--- src/logic/ll_pkg.sv ---
`default_nettype none

// page chain layout shared by the deallocator and the link table
package ll_pkg;

  // words per page and the line index that selects one of them
  localparam int ll_lines = 4;
  localparam int ll_line_w = 2;

  // link replies are page_aw+1 bits wide
  // top bit set means end of chain, low bits are then don't care
  // replies are widened to this size before the helper looks at them
  localparam int ll_reply_max_w = 32;

  function automatic logic ll_is_end(
    input int unsigned page_aw,
    input logic [ll_reply_max_w-1:0] reply
  );
    return reply[page_aw];
  endfunction

endpackage

`default_nettype wire

--- src/logic/pb_pkg.sv ---
`default_nettype none

// packet word layout in the buffer
package pb_pkg;

  // payload bits of one buffer word
  localparam int pb_data_w = 64;

  // position of a word inside its packet
  typedef enum logic [1:0] {
    pcc_mid     = 2'd0,
    pcc_sop     = 2'd1,
    pcc_eop     = 2'd2,
    pcc_sop_eop = 2'd3
  } pcc_t;

  // full word is {pcc, payload}
  localparam int pb_pcc_w = 2;
  localparam int pb_pcc_lsb = pb_data_w;
  localparam int pb_word_w = pb_data_w + pb_pcc_w;

  // true for the last word of a packet, single word packets included
  function automatic logic any_eop(input pcc_t pcc);
    return (pcc == pcc_eop) || (pcc == pcc_sop_eop);
  endfunction

endpackage

`default_nettype wire

--- src/logic/dealloc_ifs.sv ---
`timescale 1ns/1ps
`default_nettype none

// packet buffer read, request half and return half
interface pb_rd_if #(
  parameter int page_aw = 4
) ();
  import ll_pkg::*;
  import pb_pkg::*;

  logic                         req_srdy;
  logic                         req_drdy;
  logic [page_aw+ll_line_w-1:0] req_addr;

  logic                         rtn_srdy;
  logic                         rtn_drdy;
  logic [pb_word_w-1:0]         rtn_data;

  modport requester (output req_srdy, req_addr, rtn_drdy,
                     input  req_drdy, rtn_srdy, rtn_data);
  modport server    (input  req_srdy, req_addr, rtn_drdy,
                     output req_drdy, rtn_srdy, rtn_data);
endinterface

// link table read, page request and next page reply
interface link_rd_if #(
  parameter int page_aw = 4
) ();
  logic               lrq_srdy;
  logic               lrq_drdy;
  logic [page_aw-1:0] lrq_page;

  logic               lrp_srdy;
  logic               lrp_drdy;
  logic [page_aw:0]   lrp_data;

  modport requester (output lrq_srdy, lrq_page, lrp_drdy,
                     input  lrq_drdy, lrp_srdy, lrp_data);
  modport server    (input  lrq_srdy, lrq_page, lrp_drdy,
                     output lrq_drdy, lrp_srdy, lrp_data);
endinterface

`default_nettype wire

--- src/logic/sd_iohalf.sv ---
`timescale 1ns/1ps
`default_nettype none

// single slot srdy/drdy buffer
// input side only sees drdy when the slot is empty, so a word can
// not enter in the cycle the previous one leaves
module sd_iohalf #(
  parameter int width = 8
) (
  input  wire              clk,
  input  wire              reset,

  input  wire              c_srdy,
  output logic             c_drdy,
  input  wire [width-1:0]  c_data,

  output logic             p_srdy,
  input  wire              p_drdy,
  output logic [width-1:0] p_data
);

  logic full;

  assign c_drdy = !full;
  assign p_srdy = full;

  always_ff @(posedge clk)
  begin
    if (reset)
      full <= 1'b0;
    else if (c_srdy && !full)
      full <= 1'b1;
    else if (p_srdy && p_drdy)
      full <= 1'b0;
  end

  always_ff @(posedge clk)
  begin
    if (c_srdy && !full)
      p_data <= c_data;
  end

  // a stalled producer keeps its word until the slot takes it
  a_in_held : assert property (@(posedge clk) disable iff (reset)
    (c_srdy && !c_drdy) |=> (c_srdy && $stable(c_data)));

endmodule

`default_nettype wire

--- src/logic/deallocator.sv ---
`timescale 1ns/1ps
`default_nettype none

// walks a packet's page chain, reads it out word by word and hands
// the first and last page back for freeing
module deallocator #(
  parameter int page_aw = 4
) (
  input  wire                           clk,
  input  wire                           reset,

  input  wire                           f2d_srdy,
  output logic                          f2d_drdy,
  input  wire [page_aw-1:0]             f2d_page,

  pb_rd_if.requester                    pbr,
  link_rd_if.requester                  lnk,

  output logic                          ptx_srdy,
  input  wire                           ptx_drdy,
  output logic [pb_pkg::pb_word_w-1:0]  ptx_data,

  output logic                          drf_srdy,
  input  wire                           drf_drdy,
  output logic [page_aw-1:0]            drf_first,
  output logic [page_aw-1:0]            drf_last
);
  import ll_pkg::*;
  import pb_pkg::*;

  typedef enum logic [2:0] {idle, fetch, link, link_reply, ret} dealloc_state_t;

  localparam logic [ll_line_w-1:0] last_line = ll_line_w'(ll_lines - 1);

  dealloc_state_t       state, nxt_state;
  logic [page_aw-1:0]   first_page, cur_page;
  logic [ll_line_w-1:0] lcount;
  logic                 page_done, eop_seen, pb_req;
  logic                 start_fire, req_fire, ptx_fire, ptx_eop;
  logic                 lrp_fire, lrp_end, take_link;

  assign start_fire = f2d_srdy && f2d_drdy;
  assign req_fire   = pbr.req_srdy && pbr.req_drdy;
  assign ptx_fire   = ptx_srdy && ptx_drdy;
  assign lrp_fire   = lnk.lrp_srdy && lnk.lrp_drdy;
  assign ptx_eop    = any_eop(pcc_t'(ptx_data[pb_word_w-1:pb_pcc_lsb]));
  assign lrp_end    = ll_is_end(page_aw, ll_reply_max_w'(lnk.lrp_data));
  // after eop the reply is ignored, the packet ends on this page
  assign take_link  = lrp_fire && !eop_seen && !lrp_end;

  assign pbr.req_addr = {cur_page, lcount};
  assign lnk.lrq_page = cur_page;
  assign drf_first    = first_page;
  assign drf_last     = cur_page;

  sd_iohalf #(.width(pb_word_w)) i_rtn_buf (
    .clk    (clk),
    .reset  (reset),
    .c_srdy (pbr.rtn_srdy),
    .c_drdy (pbr.rtn_drdy),
    .c_data (pbr.rtn_data),
    .p_srdy (ptx_srdy),
    .p_drdy (ptx_drdy),
    .p_data (ptx_data)
  );

  always_comb
  begin
    nxt_state    = state;
    f2d_drdy     = 1'b0;
    pbr.req_srdy = 1'b0;
    lnk.lrq_srdy = 1'b0;
    lnk.lrp_drdy = 1'b0;
    drf_srdy     = 1'b0;
    case (state)
      idle:
      begin
        f2d_drdy = 1'b1;
        if (f2d_srdy)
          nxt_state = fetch;
      end
      // one read in flight, wait for its word to leave before the next
      fetch:
      begin
        if (!pb_req)
        begin
          if (eop_seen || page_done)
            nxt_state = link;
          else
            pbr.req_srdy = 1'b1;
        end
      end
      link:
      begin
        lnk.lrq_srdy = 1'b1;
        if (lnk.lrq_drdy)
          nxt_state = link_reply;
      end
      link_reply:
      begin
        lnk.lrp_drdy = 1'b1;
        if (lnk.lrp_srdy)
          nxt_state = (eop_seen || lrp_end) ? ret : fetch;
      end
      ret:
      begin
        drf_srdy = 1'b1;
        if (drf_drdy)
          nxt_state = idle;
      end
      default: nxt_state = idle;
    endcase
  end

  always_ff @(posedge clk)
  begin
    if (reset)
    begin
      state     <= idle;
      lcount    <= '0;
      page_done <= 1'b0;
      eop_seen  <= 1'b0;
      pb_req    <= 1'b0;
    end
    else
    begin
      state <= nxt_state;
      if (ptx_fire)
        pb_req <= 1'b0;
      else if (req_fire)
        pb_req <= 1'b1;
      if (start_fire)
      begin
        lcount    <= '0;
        page_done <= 1'b0;
        eop_seen  <= 1'b0;
      end
      else
      begin
        if (ptx_fire && ptx_eop)
          eop_seen <= 1'b1;
        if (req_fire)
        begin
          lcount <= lcount + 1'b1;
          if (lcount == last_line)
            page_done <= 1'b1;
        end
        // line count has already wrapped to zero for the new page
        if (take_link)
          page_done <= 1'b0;
      end
    end
  end

  always_ff @(posedge clk)
  begin
    if (start_fire)
    begin
      first_page <= f2d_page;
      cur_page   <= f2d_page;
    end
    else if (take_link)
      cur_page <= lnk.lrp_data[page_aw-1:0];
  end

  // no word of an earlier read may still sit in the return path
  a_one_outstanding : assert property (@(posedge clk) disable iff (reset)
    req_fire |-> (!pbr.rtn_srdy && !ptx_srdy));

  // pages go back only once the last word has left
  a_drf_after_words : assert property (@(posedge clk) disable iff (reset)
    drf_srdy |-> (!pbr.rtn_srdy && !ptx_srdy));

endmodule

`default_nettype wire

--- src/logic/link_table.sv ---
`timescale 1ns/1ps
`default_nettype none

// next page memory, read through a registered reply slot
module link_table #(
  parameter int page_aw = 4
) (
  input  wire               clk,
  input  wire               reset,

  input  wire               wr_en,
  input  wire [page_aw-1:0] wr_page,
  input  wire [page_aw:0]   wr_next,

  link_rd_if.server         lnk
);

  logic [page_aw:0] next_mem [0:(2**page_aw)-1];
  logic             lrp_full;
  logic             lrq_fire;

  // request goes in when the reply slot is free or being taken now
  assign lnk.lrq_drdy = !lrp_full || lnk.lrp_drdy;
  assign lnk.lrp_srdy = lrp_full;
  assign lrq_fire     = lnk.lrq_srdy && lnk.lrq_drdy;

  always_ff @(posedge clk)
  begin
    if (wr_en)
      next_mem[wr_page] <= wr_next;
  end

  always_ff @(posedge clk)
  begin
    if (reset)
      lrp_full <= 1'b0;
    else if (lrq_fire)
      lrp_full <= 1'b1;
    else if (lnk.lrp_drdy)
      lrp_full <= 1'b0;
  end

  always_ff @(posedge clk)
  begin
    if (lrq_fire)
      lnk.lrp_data <= next_mem[lnk.lrq_page];
  end

  // a waiting page request holds until it is taken
  a_req_held : assert property (@(posedge clk) disable iff (reset)
    (lnk.lrq_srdy && !lnk.lrq_drdy) |=> (lnk.lrq_srdy && $stable(lnk.lrq_page)));

endmodule

`default_nettype wire

--- src/logic/pkt_buffer.sv ---
`timescale 1ns/1ps
`default_nettype none

// packet word memory, addressed as {page, line}
module pkt_buffer #(
  parameter int page_aw = 4
) (
  input  wire                                   clk,
  input  wire                                   reset,

  input  wire                                   wr_en,
  input  wire [page_aw+ll_pkg::ll_line_w-1:0]   wr_addr,
  input  wire [pb_pkg::pb_word_w-1:0]           wr_data,

  pb_rd_if.server                               pbr
);
  import ll_pkg::*;
  import pb_pkg::*;

  localparam int depth = 2 ** (page_aw + ll_line_w);

  logic [pb_word_w-1:0] word_mem [0:depth-1];
  logic                 rtn_full;
  logic                 req_fire;

  assign pbr.req_drdy = !rtn_full || pbr.rtn_drdy;
  assign pbr.rtn_srdy = rtn_full;
  assign req_fire     = pbr.req_srdy && pbr.req_drdy;

  always_ff @(posedge clk)
  begin
    if (wr_en)
      word_mem[wr_addr] <= wr_data;
  end

  always_ff @(posedge clk)
  begin
    if (reset)
      rtn_full <= 1'b0;
    else if (req_fire)
      rtn_full <= 1'b1;
    else if (pbr.rtn_drdy)
      rtn_full <= 1'b0;
  end

  // return word only changes when a new read replaces it
  always_ff @(posedge clk)
  begin
    if (req_fire)
      pbr.rtn_data <= word_mem[pbr.req_addr];
  end

  // a stalled read request keeps its address until accepted
  a_req_held : assert property (@(posedge clk) disable iff (reset)
    (pbr.req_srdy && !pbr.req_drdy) |=> (pbr.req_srdy && $stable(pbr.req_addr)));

endmodule

`default_nettype wire

--- src/logic/dealloc_top.sv ---
`timescale 1ns/1ps
`default_nettype none

// read-out side of the shared packet buffer
module dealloc_top #(
  parameter int page_aw = 4
) (
  input  wire                                   clk,
  input  wire                                   reset,

  input  wire                                   f2d_srdy,
  output logic                                  f2d_drdy,
  input  wire [page_aw-1:0]                     f2d_page,

  output logic                                  ptx_srdy,
  input  wire                                   ptx_drdy,
  output logic [pb_pkg::pb_word_w-1:0]          ptx_data,

  output logic                                  drf_srdy,
  input  wire                                   drf_drdy,
  output logic [page_aw-1:0]                    drf_first,
  output logic [page_aw-1:0]                    drf_last,

  // table and buffer fill ports
  input  wire                                   link_wr_en,
  input  wire [page_aw-1:0]                     link_wr_page,
  input  wire [page_aw:0]                       link_wr_next,
  input  wire                                   pb_wr_en,
  input  wire [page_aw+ll_pkg::ll_line_w-1:0]   pb_wr_addr,
  input  wire [pb_pkg::pb_word_w-1:0]           pb_wr_data
);

  pb_rd_if   #(.page_aw(page_aw)) pbr ();
  link_rd_if #(.page_aw(page_aw)) lnk ();

  deallocator #(.page_aw(page_aw)) i_deallocator (
    .clk       (clk),
    .reset     (reset),
    .f2d_srdy  (f2d_srdy),
    .f2d_drdy  (f2d_drdy),
    .f2d_page  (f2d_page),
    .pbr       (pbr.requester),
    .lnk       (lnk.requester),
    .ptx_srdy  (ptx_srdy),
    .ptx_drdy  (ptx_drdy),
    .ptx_data  (ptx_data),
    .drf_srdy  (drf_srdy),
    .drf_drdy  (drf_drdy),
    .drf_first (drf_first),
    .drf_last  (drf_last)
  );

  link_table #(.page_aw(page_aw)) i_link_table (
    .clk     (clk),
    .reset   (reset),
    .wr_en   (link_wr_en),
    .wr_page (link_wr_page),
    .wr_next (link_wr_next),
    .lnk     (lnk.server)
  );

  pkt_buffer #(.page_aw(page_aw)) i_pkt_buffer (
    .clk     (clk),
    .reset   (reset),
    .wr_en   (pb_wr_en),
    .wr_addr (pb_wr_addr),
    .wr_data (pb_wr_data),
    .pbr     (pbr.server)
  );

endmodule

`default_nettype wire

--- config.mk ---
export PLATFORM = sky130hd
export DESIGN_NAME = dealloc_top
export DESIGN_NICKNAME = d
export VERILOG_FILES = /design/src/logic/ll_pkg.sv /design/src/logic/pb_pkg.sv /design/src/logic/dealloc_ifs.sv /design/src/logic/sd_iohalf.sv /design/src/logic/deallocator.sv /design/src/logic/link_table.sv /design/src/logic/pkt_buffer.sv /design/src/logic/dealloc_top.sv
export SDC_FILE = /design/constraint.sdc
export NUM_CORES = 2
export LEC_CHECK = 0
export ABC_CLOCK_PERIOD_IN_PS = 11200
export BUFFER_PORTS_ARGS = -buffer_cell sky130_fd_sc_hd__buf_2
export CAP_MARGIN = 20
export CORE_UTILIZATION = 50
export CTS_CLUSTER_DIAMETER = 40
export DETAILED_ROUTE_END_ITERATION = 16
export GPL_TIMING_DRIVEN = 1
export PLACE_DENSITY = 0.77
export SLEW_MARGIN = 20
export SYNTH_ARGS = -nofsm -noshare
export SYNTH_HDL_FRONTEND = slang
export SYNTH_HIERARCHICAL = 1
export SYNTH_MEMORY_MAX_BITS = 65536
export SYNTH_SLANG_ARGS = --single-unit
--- constraint.sdc ---
create_clock -name clk -period 11.2 [get_ports clk]
set_input_delay 0.56 -clock clk [delete_from_list [all_inputs] [get_ports clk]]
set_output_delay 0.56 -clock clk [all_outputs]
set_load 0.01 [all_outputs]
# After elaboration in Yosys (flattened, before gate mapping)
# Memory sizes are Yosys's and may differ from the RTL's. A register that Yosys moved wholly into a read port is not among the register bits.
# Cells that the tools add are included.
# totals
register_bits	85
mem_bits_rw	4304
in_bits	92
out_inout_bits	77
memories	2
# op_classes
addsub	1
n_eq_ne	14
n_mux	27
n_reduce_logical	28
# memory_table
name	words	width	rd	rd_clocked_by_memory_dff	wr	line	text
i_pkt_buffer.word_mem	64	66	1	1	1	pkt_buffer.sv:22	logic [pb_word_w-1:0] word_mem [0:depth-1];
i_link_table.next_mem	16	5	1	1	1	link_table.sv:18	logic [page_aw:0] next_mem [0:(2**page_aw)-1];
# op_table
cell	count
3-bit two-way mux	7
1-bit two-way mux	17
3-bit case mux with 5 select lines	1
1-bit logical AND	9
4-bit two-way mux	2
2-bit by 1-bit inequality test with 1-bit output, second input constant	4
2-bit equality test, second input constant	3
3-bit by 2-bit equality test with 1-bit output, second input constant	2
2-bit inequality test, second input constant	3
6-bit AND reduction	1
2-bit nonzero test	3
1-bit logical NOT	5
1-bit logical OR	5
2-bit OR reduction	2
3-bit by 1-bit equality test with 1-bit output, second input constant	1
3-bit equality test, second input constant	1
3-bit logical NOT	1
3-bit OR reduction	1
2-bit by 1-bit adder with 2-bit output, second input constant	1
2-bit AND reduction	1

# Depth between registers and ports, before layout
# depth
word_depth	7
ltp_mapped	10

# By module
# Netlist, hierarchy kept.
# modules_own_cells
mod	n_inst	cells_each	area_per_inst_um2
pkt_buffer	1	7005	162592.2
link_table	1	160	3304.4
sd_iohalf	1	71	2025.7
deallocator	1	76	828.3

# Worst setup path after synthesis
# No wires, ideal clock.
# synth_timing
path_type	input port to flip-flop
from	input pb_wr_addr[3] (netlist name)
to	memory i_pkt_buffer/word_mem[48][0] (netlist name), enable pin
setup_ps	571
arrival_ps	5566
required_ps	10629
path_slack_ps	5063
path_stages	4
path_buffers	1
path_cell_list	clkbuf_1 > nor2b_1 > nand4b_1 > nor3_1
# synth_lines
element	line	text
start: declaration	dealloc_top.sv:29	input wire [page_aw+ll_pkg::ll_line_w-1:0] pb_wr_addr,
end: declaration	pkt_buffer.sv:22	
# Straight into the memory's write port.

==> impl_metrics.json <==
{
  "worstPathArrival_ns": 5.66,
  "pre_cts_slack_ns": 6.26,
  "worstSetupEndpointType": "flop",
  "drtIter0Drc": 15500,
  "die_h_um": 583,
  "final_hold_viol_count": 0,
  "area_growth_pct": 13.1,
  "drt-total-wl_mm": 484,
  "grt_max_degree": 128,
  "worst_hold_slack_ns": 0.0840,
  "status": "finished clean",
  "setup_slack_ns": 6.26,
  "yosys_warnings": 6,
  "fin_crit_sh": 0.441,
  "nets": 7835,
  "cts_sinks": 4460,
  "synthArstFlopShare": 0,
  "startpoint_type": "flop",
  "antenna_found_initial": 56,
  "fin_util": 0.570,
  "vias": 87800,
  "grt_pass1_wl_mm": 668,
  "synth_area_per_cell_um2": 23.1,
  "ys_ff_latch": 4460,
  "setup-tns-final_ns": 0,
  "wire_per_inst_um": 38.1,
  "syn_nets": 7405,
  "clockRootBuffer": "clkbuf_16",
  "worst_pin_slew_ns": 1.22,
  "gp_congestion": 0.810,
  "fin_worst_skew_ns": 0.0567,
  "irDropWorstVdd_v": 0.000149,
  "synth_edf_count": 4449,
  "rsz0062_at_grt": "no",
  "grt.overflow.total": 0,
  "synth_cell_types": 47,
  "core_um2": 335000,
  "required_ns": 11.92,
  "layout_common_cells": "4449 x edfxtp_1, 1076 x mux4_2, 468 x clkbuf_16",
  "drt-pass1-iter-count": 6,
  "crit_type": "flop to flop",
  "fp.dieW_um": 583,
  "fillers": 22700,
  "powerDensity_nw_per_um2": 191,
  "ant_nets": 0,
  "max_cap_viol_count": 0,
  "stdcell_count": 12700,
  "layout-drive-gt1-share": 0.285,
  "ctsLongestPathBuffers": 4,
  "die_area_um2": 340000,
  "rows": 212,
  "ioPinCount": 169,
  "cts_tree": "done",
  "dp_hpwl_mm": 231,
  "vias_per_cell": 6.92,
  "worstPathMaxFanout": 96,
  "seq_area_frac_synth": 0.793,
  "hold_class": "primary input to flop",
  "cts_buffers": 464,
  "max_freq_mhz": 203,
  "drc": 0,
  "h-tree-depth": 5,
  "placed_cells": 11800,
  "initial_core_util": 0.504,
  "cts_setup_buffers": 0,
  "clkLatencyLatePin_ns": 1.00,
  "setup_violations": 0,
  "numPortBuffers": 168,
  "clkTransAtPathRegs_ns": 0.07,
  "synthCells": 7312,
  "synth-main-ff-cell": "edfxtp_1",
  "syn_area_um2": 169000,
  "cellLeakagePower_nw": 57.7,
  "grt_usage": 0.281,
  "final_common_cell": "edfxtp_1",
  "slew_headroom": 0.187,
  "drv_slew": 0,
  "min_period_ns": 4.94,
  "grt_pass1_vias": 88400
}
==> flip-flops by register name (all words and copies together) (netlist names), 3 cells and up <==
register,count
i_deallocator/state,3
i_pkt_buffer/word_mem,4224
i_deallocator/drf_first,4
i_deallocator/i_rtn_buf/p_data,66
i_pkt_buffer/pbr.rtn_data,66
i_link_table/lnk.lrp_data,5
i_deallocator/drf_last,4
i_link_table/next_mem,80
==> cell families after synthesis <==
logic type               after synthesis  synth area share
adder cells (fa/ha/maj)                1         0.0000741
flip-flops                          4460             0.793
buffers and inverters                421            0.0140
AO/OA/AOI/OAI                        380            0.0162
AND/OR/NAND/NOR                      823            0.0242
multiplexers                        1226             0.153
XOR/XNOR                               1         0.0000519
==> cells in the mapped netlist (52+ instances only) <==
library cell | instances | area [um2]
buf_2 | 130 | 651
o22ai_1 | 84 | 526
clkbuf_1 | 149 | 559
nor2_1 | 138 | 518
mux4_2 | 1076 | 24200
nand3_1 | 197 | 986
a22oi_1 | 137 | 1030
edfxtp_1 | 4449 | 134000
buf_6 | 56 | 631
buf_4 | 52 | 390
nand4_1 | 86 | 538
mux2i_1 | 146 | 1460
nand2_1 | 201 | 754
==> critical path: stages (launching register included) <==
cell	delay, ns
dfxtp_4	0.86
buf_12	0.57
buf_4	0.84
buf_4	0.84
mux4_2	0.61
a22oi_1	0.26
nand4_1	0.22
and3_1	0.25
==> final timing paths <==
| check | depth (start not counted) | slack [ns] | to | start |
|---|---|---|---|---|
| min reg2reg | 0 | 0.42 | i_deallocator/i_rtn_buf/p_data[52] | i_pkt_buffer/pbr.rtn_data[52] |
| min | 2 | 0.08 | i_link_table/next_mem[8][1] | link_wr_page[0] |
| max reg2reg | 7 | 6.26 | i_pkt_buffer/pbr.rtn_data[64] | i_deallocator/lcount[0] |
| max | 7 | 6.26 | i_pkt_buffer/pbr.rtn_data[64] | i_deallocator/lcount[0] |
==> power by group <==
part           internal (mW)  switching, mW  leakage (nW)
sequential              18.6         0.0958          40.1
clock                   8.95           6.71          7.51
combinational          0.796           1.39          10.0
==> repair_timing <==
| action | 4_1_cts | 5_1_grt |
|---|---|---|
| hold buffers | 13 | 0 |
| endpoints found under the hold margin | 96 | 0 |
| setup endpoints to repair | 0 | 0 |
| gates resized for setup | 0 | 0 |
==> per-layer routing <==
metal	vias to the layer above	part of all wire	global-route usage
met5	-	0.00047	0
met4	30	0.063	0.161
met3	1737	0.15	0.0771
met2	8721	0.47	0.439
met1	45200	0.32	0.357
li1	32100	-	-
==> area by class of cell <==
class                           count  area (um2)  share of cell area
Timing Repair Buffer              381        2710              0.0142
Antenna cell                       51         128            0.000668
Clock inverter                    331        3540              0.0185
Clock buffer                      534       12000              0.0626
Sequential cell                  4460      134000               0.701
Multi-Input combinational cell   2431       33100               0.174
Tap cell                         4494        5620              0.0295
Inverter                            4        15.0           0.0000786
==> stage by stage <==
| stage | instance area [um2] | total power, mW |
|---|---|---|
| 2_1_floorplan | 169000 | 20.3 |
| 3_3_place_gp | 175000 | 21.1 |
| 3_5_place_dp | 175000 | 21.1 |
| 4_1_cts | 191000 | 36.5 |
| 5_1_grt | 191000 | 37.2 |
| 6_report | 191000 | 36.5 |
(Power assumes the default switching activity.)
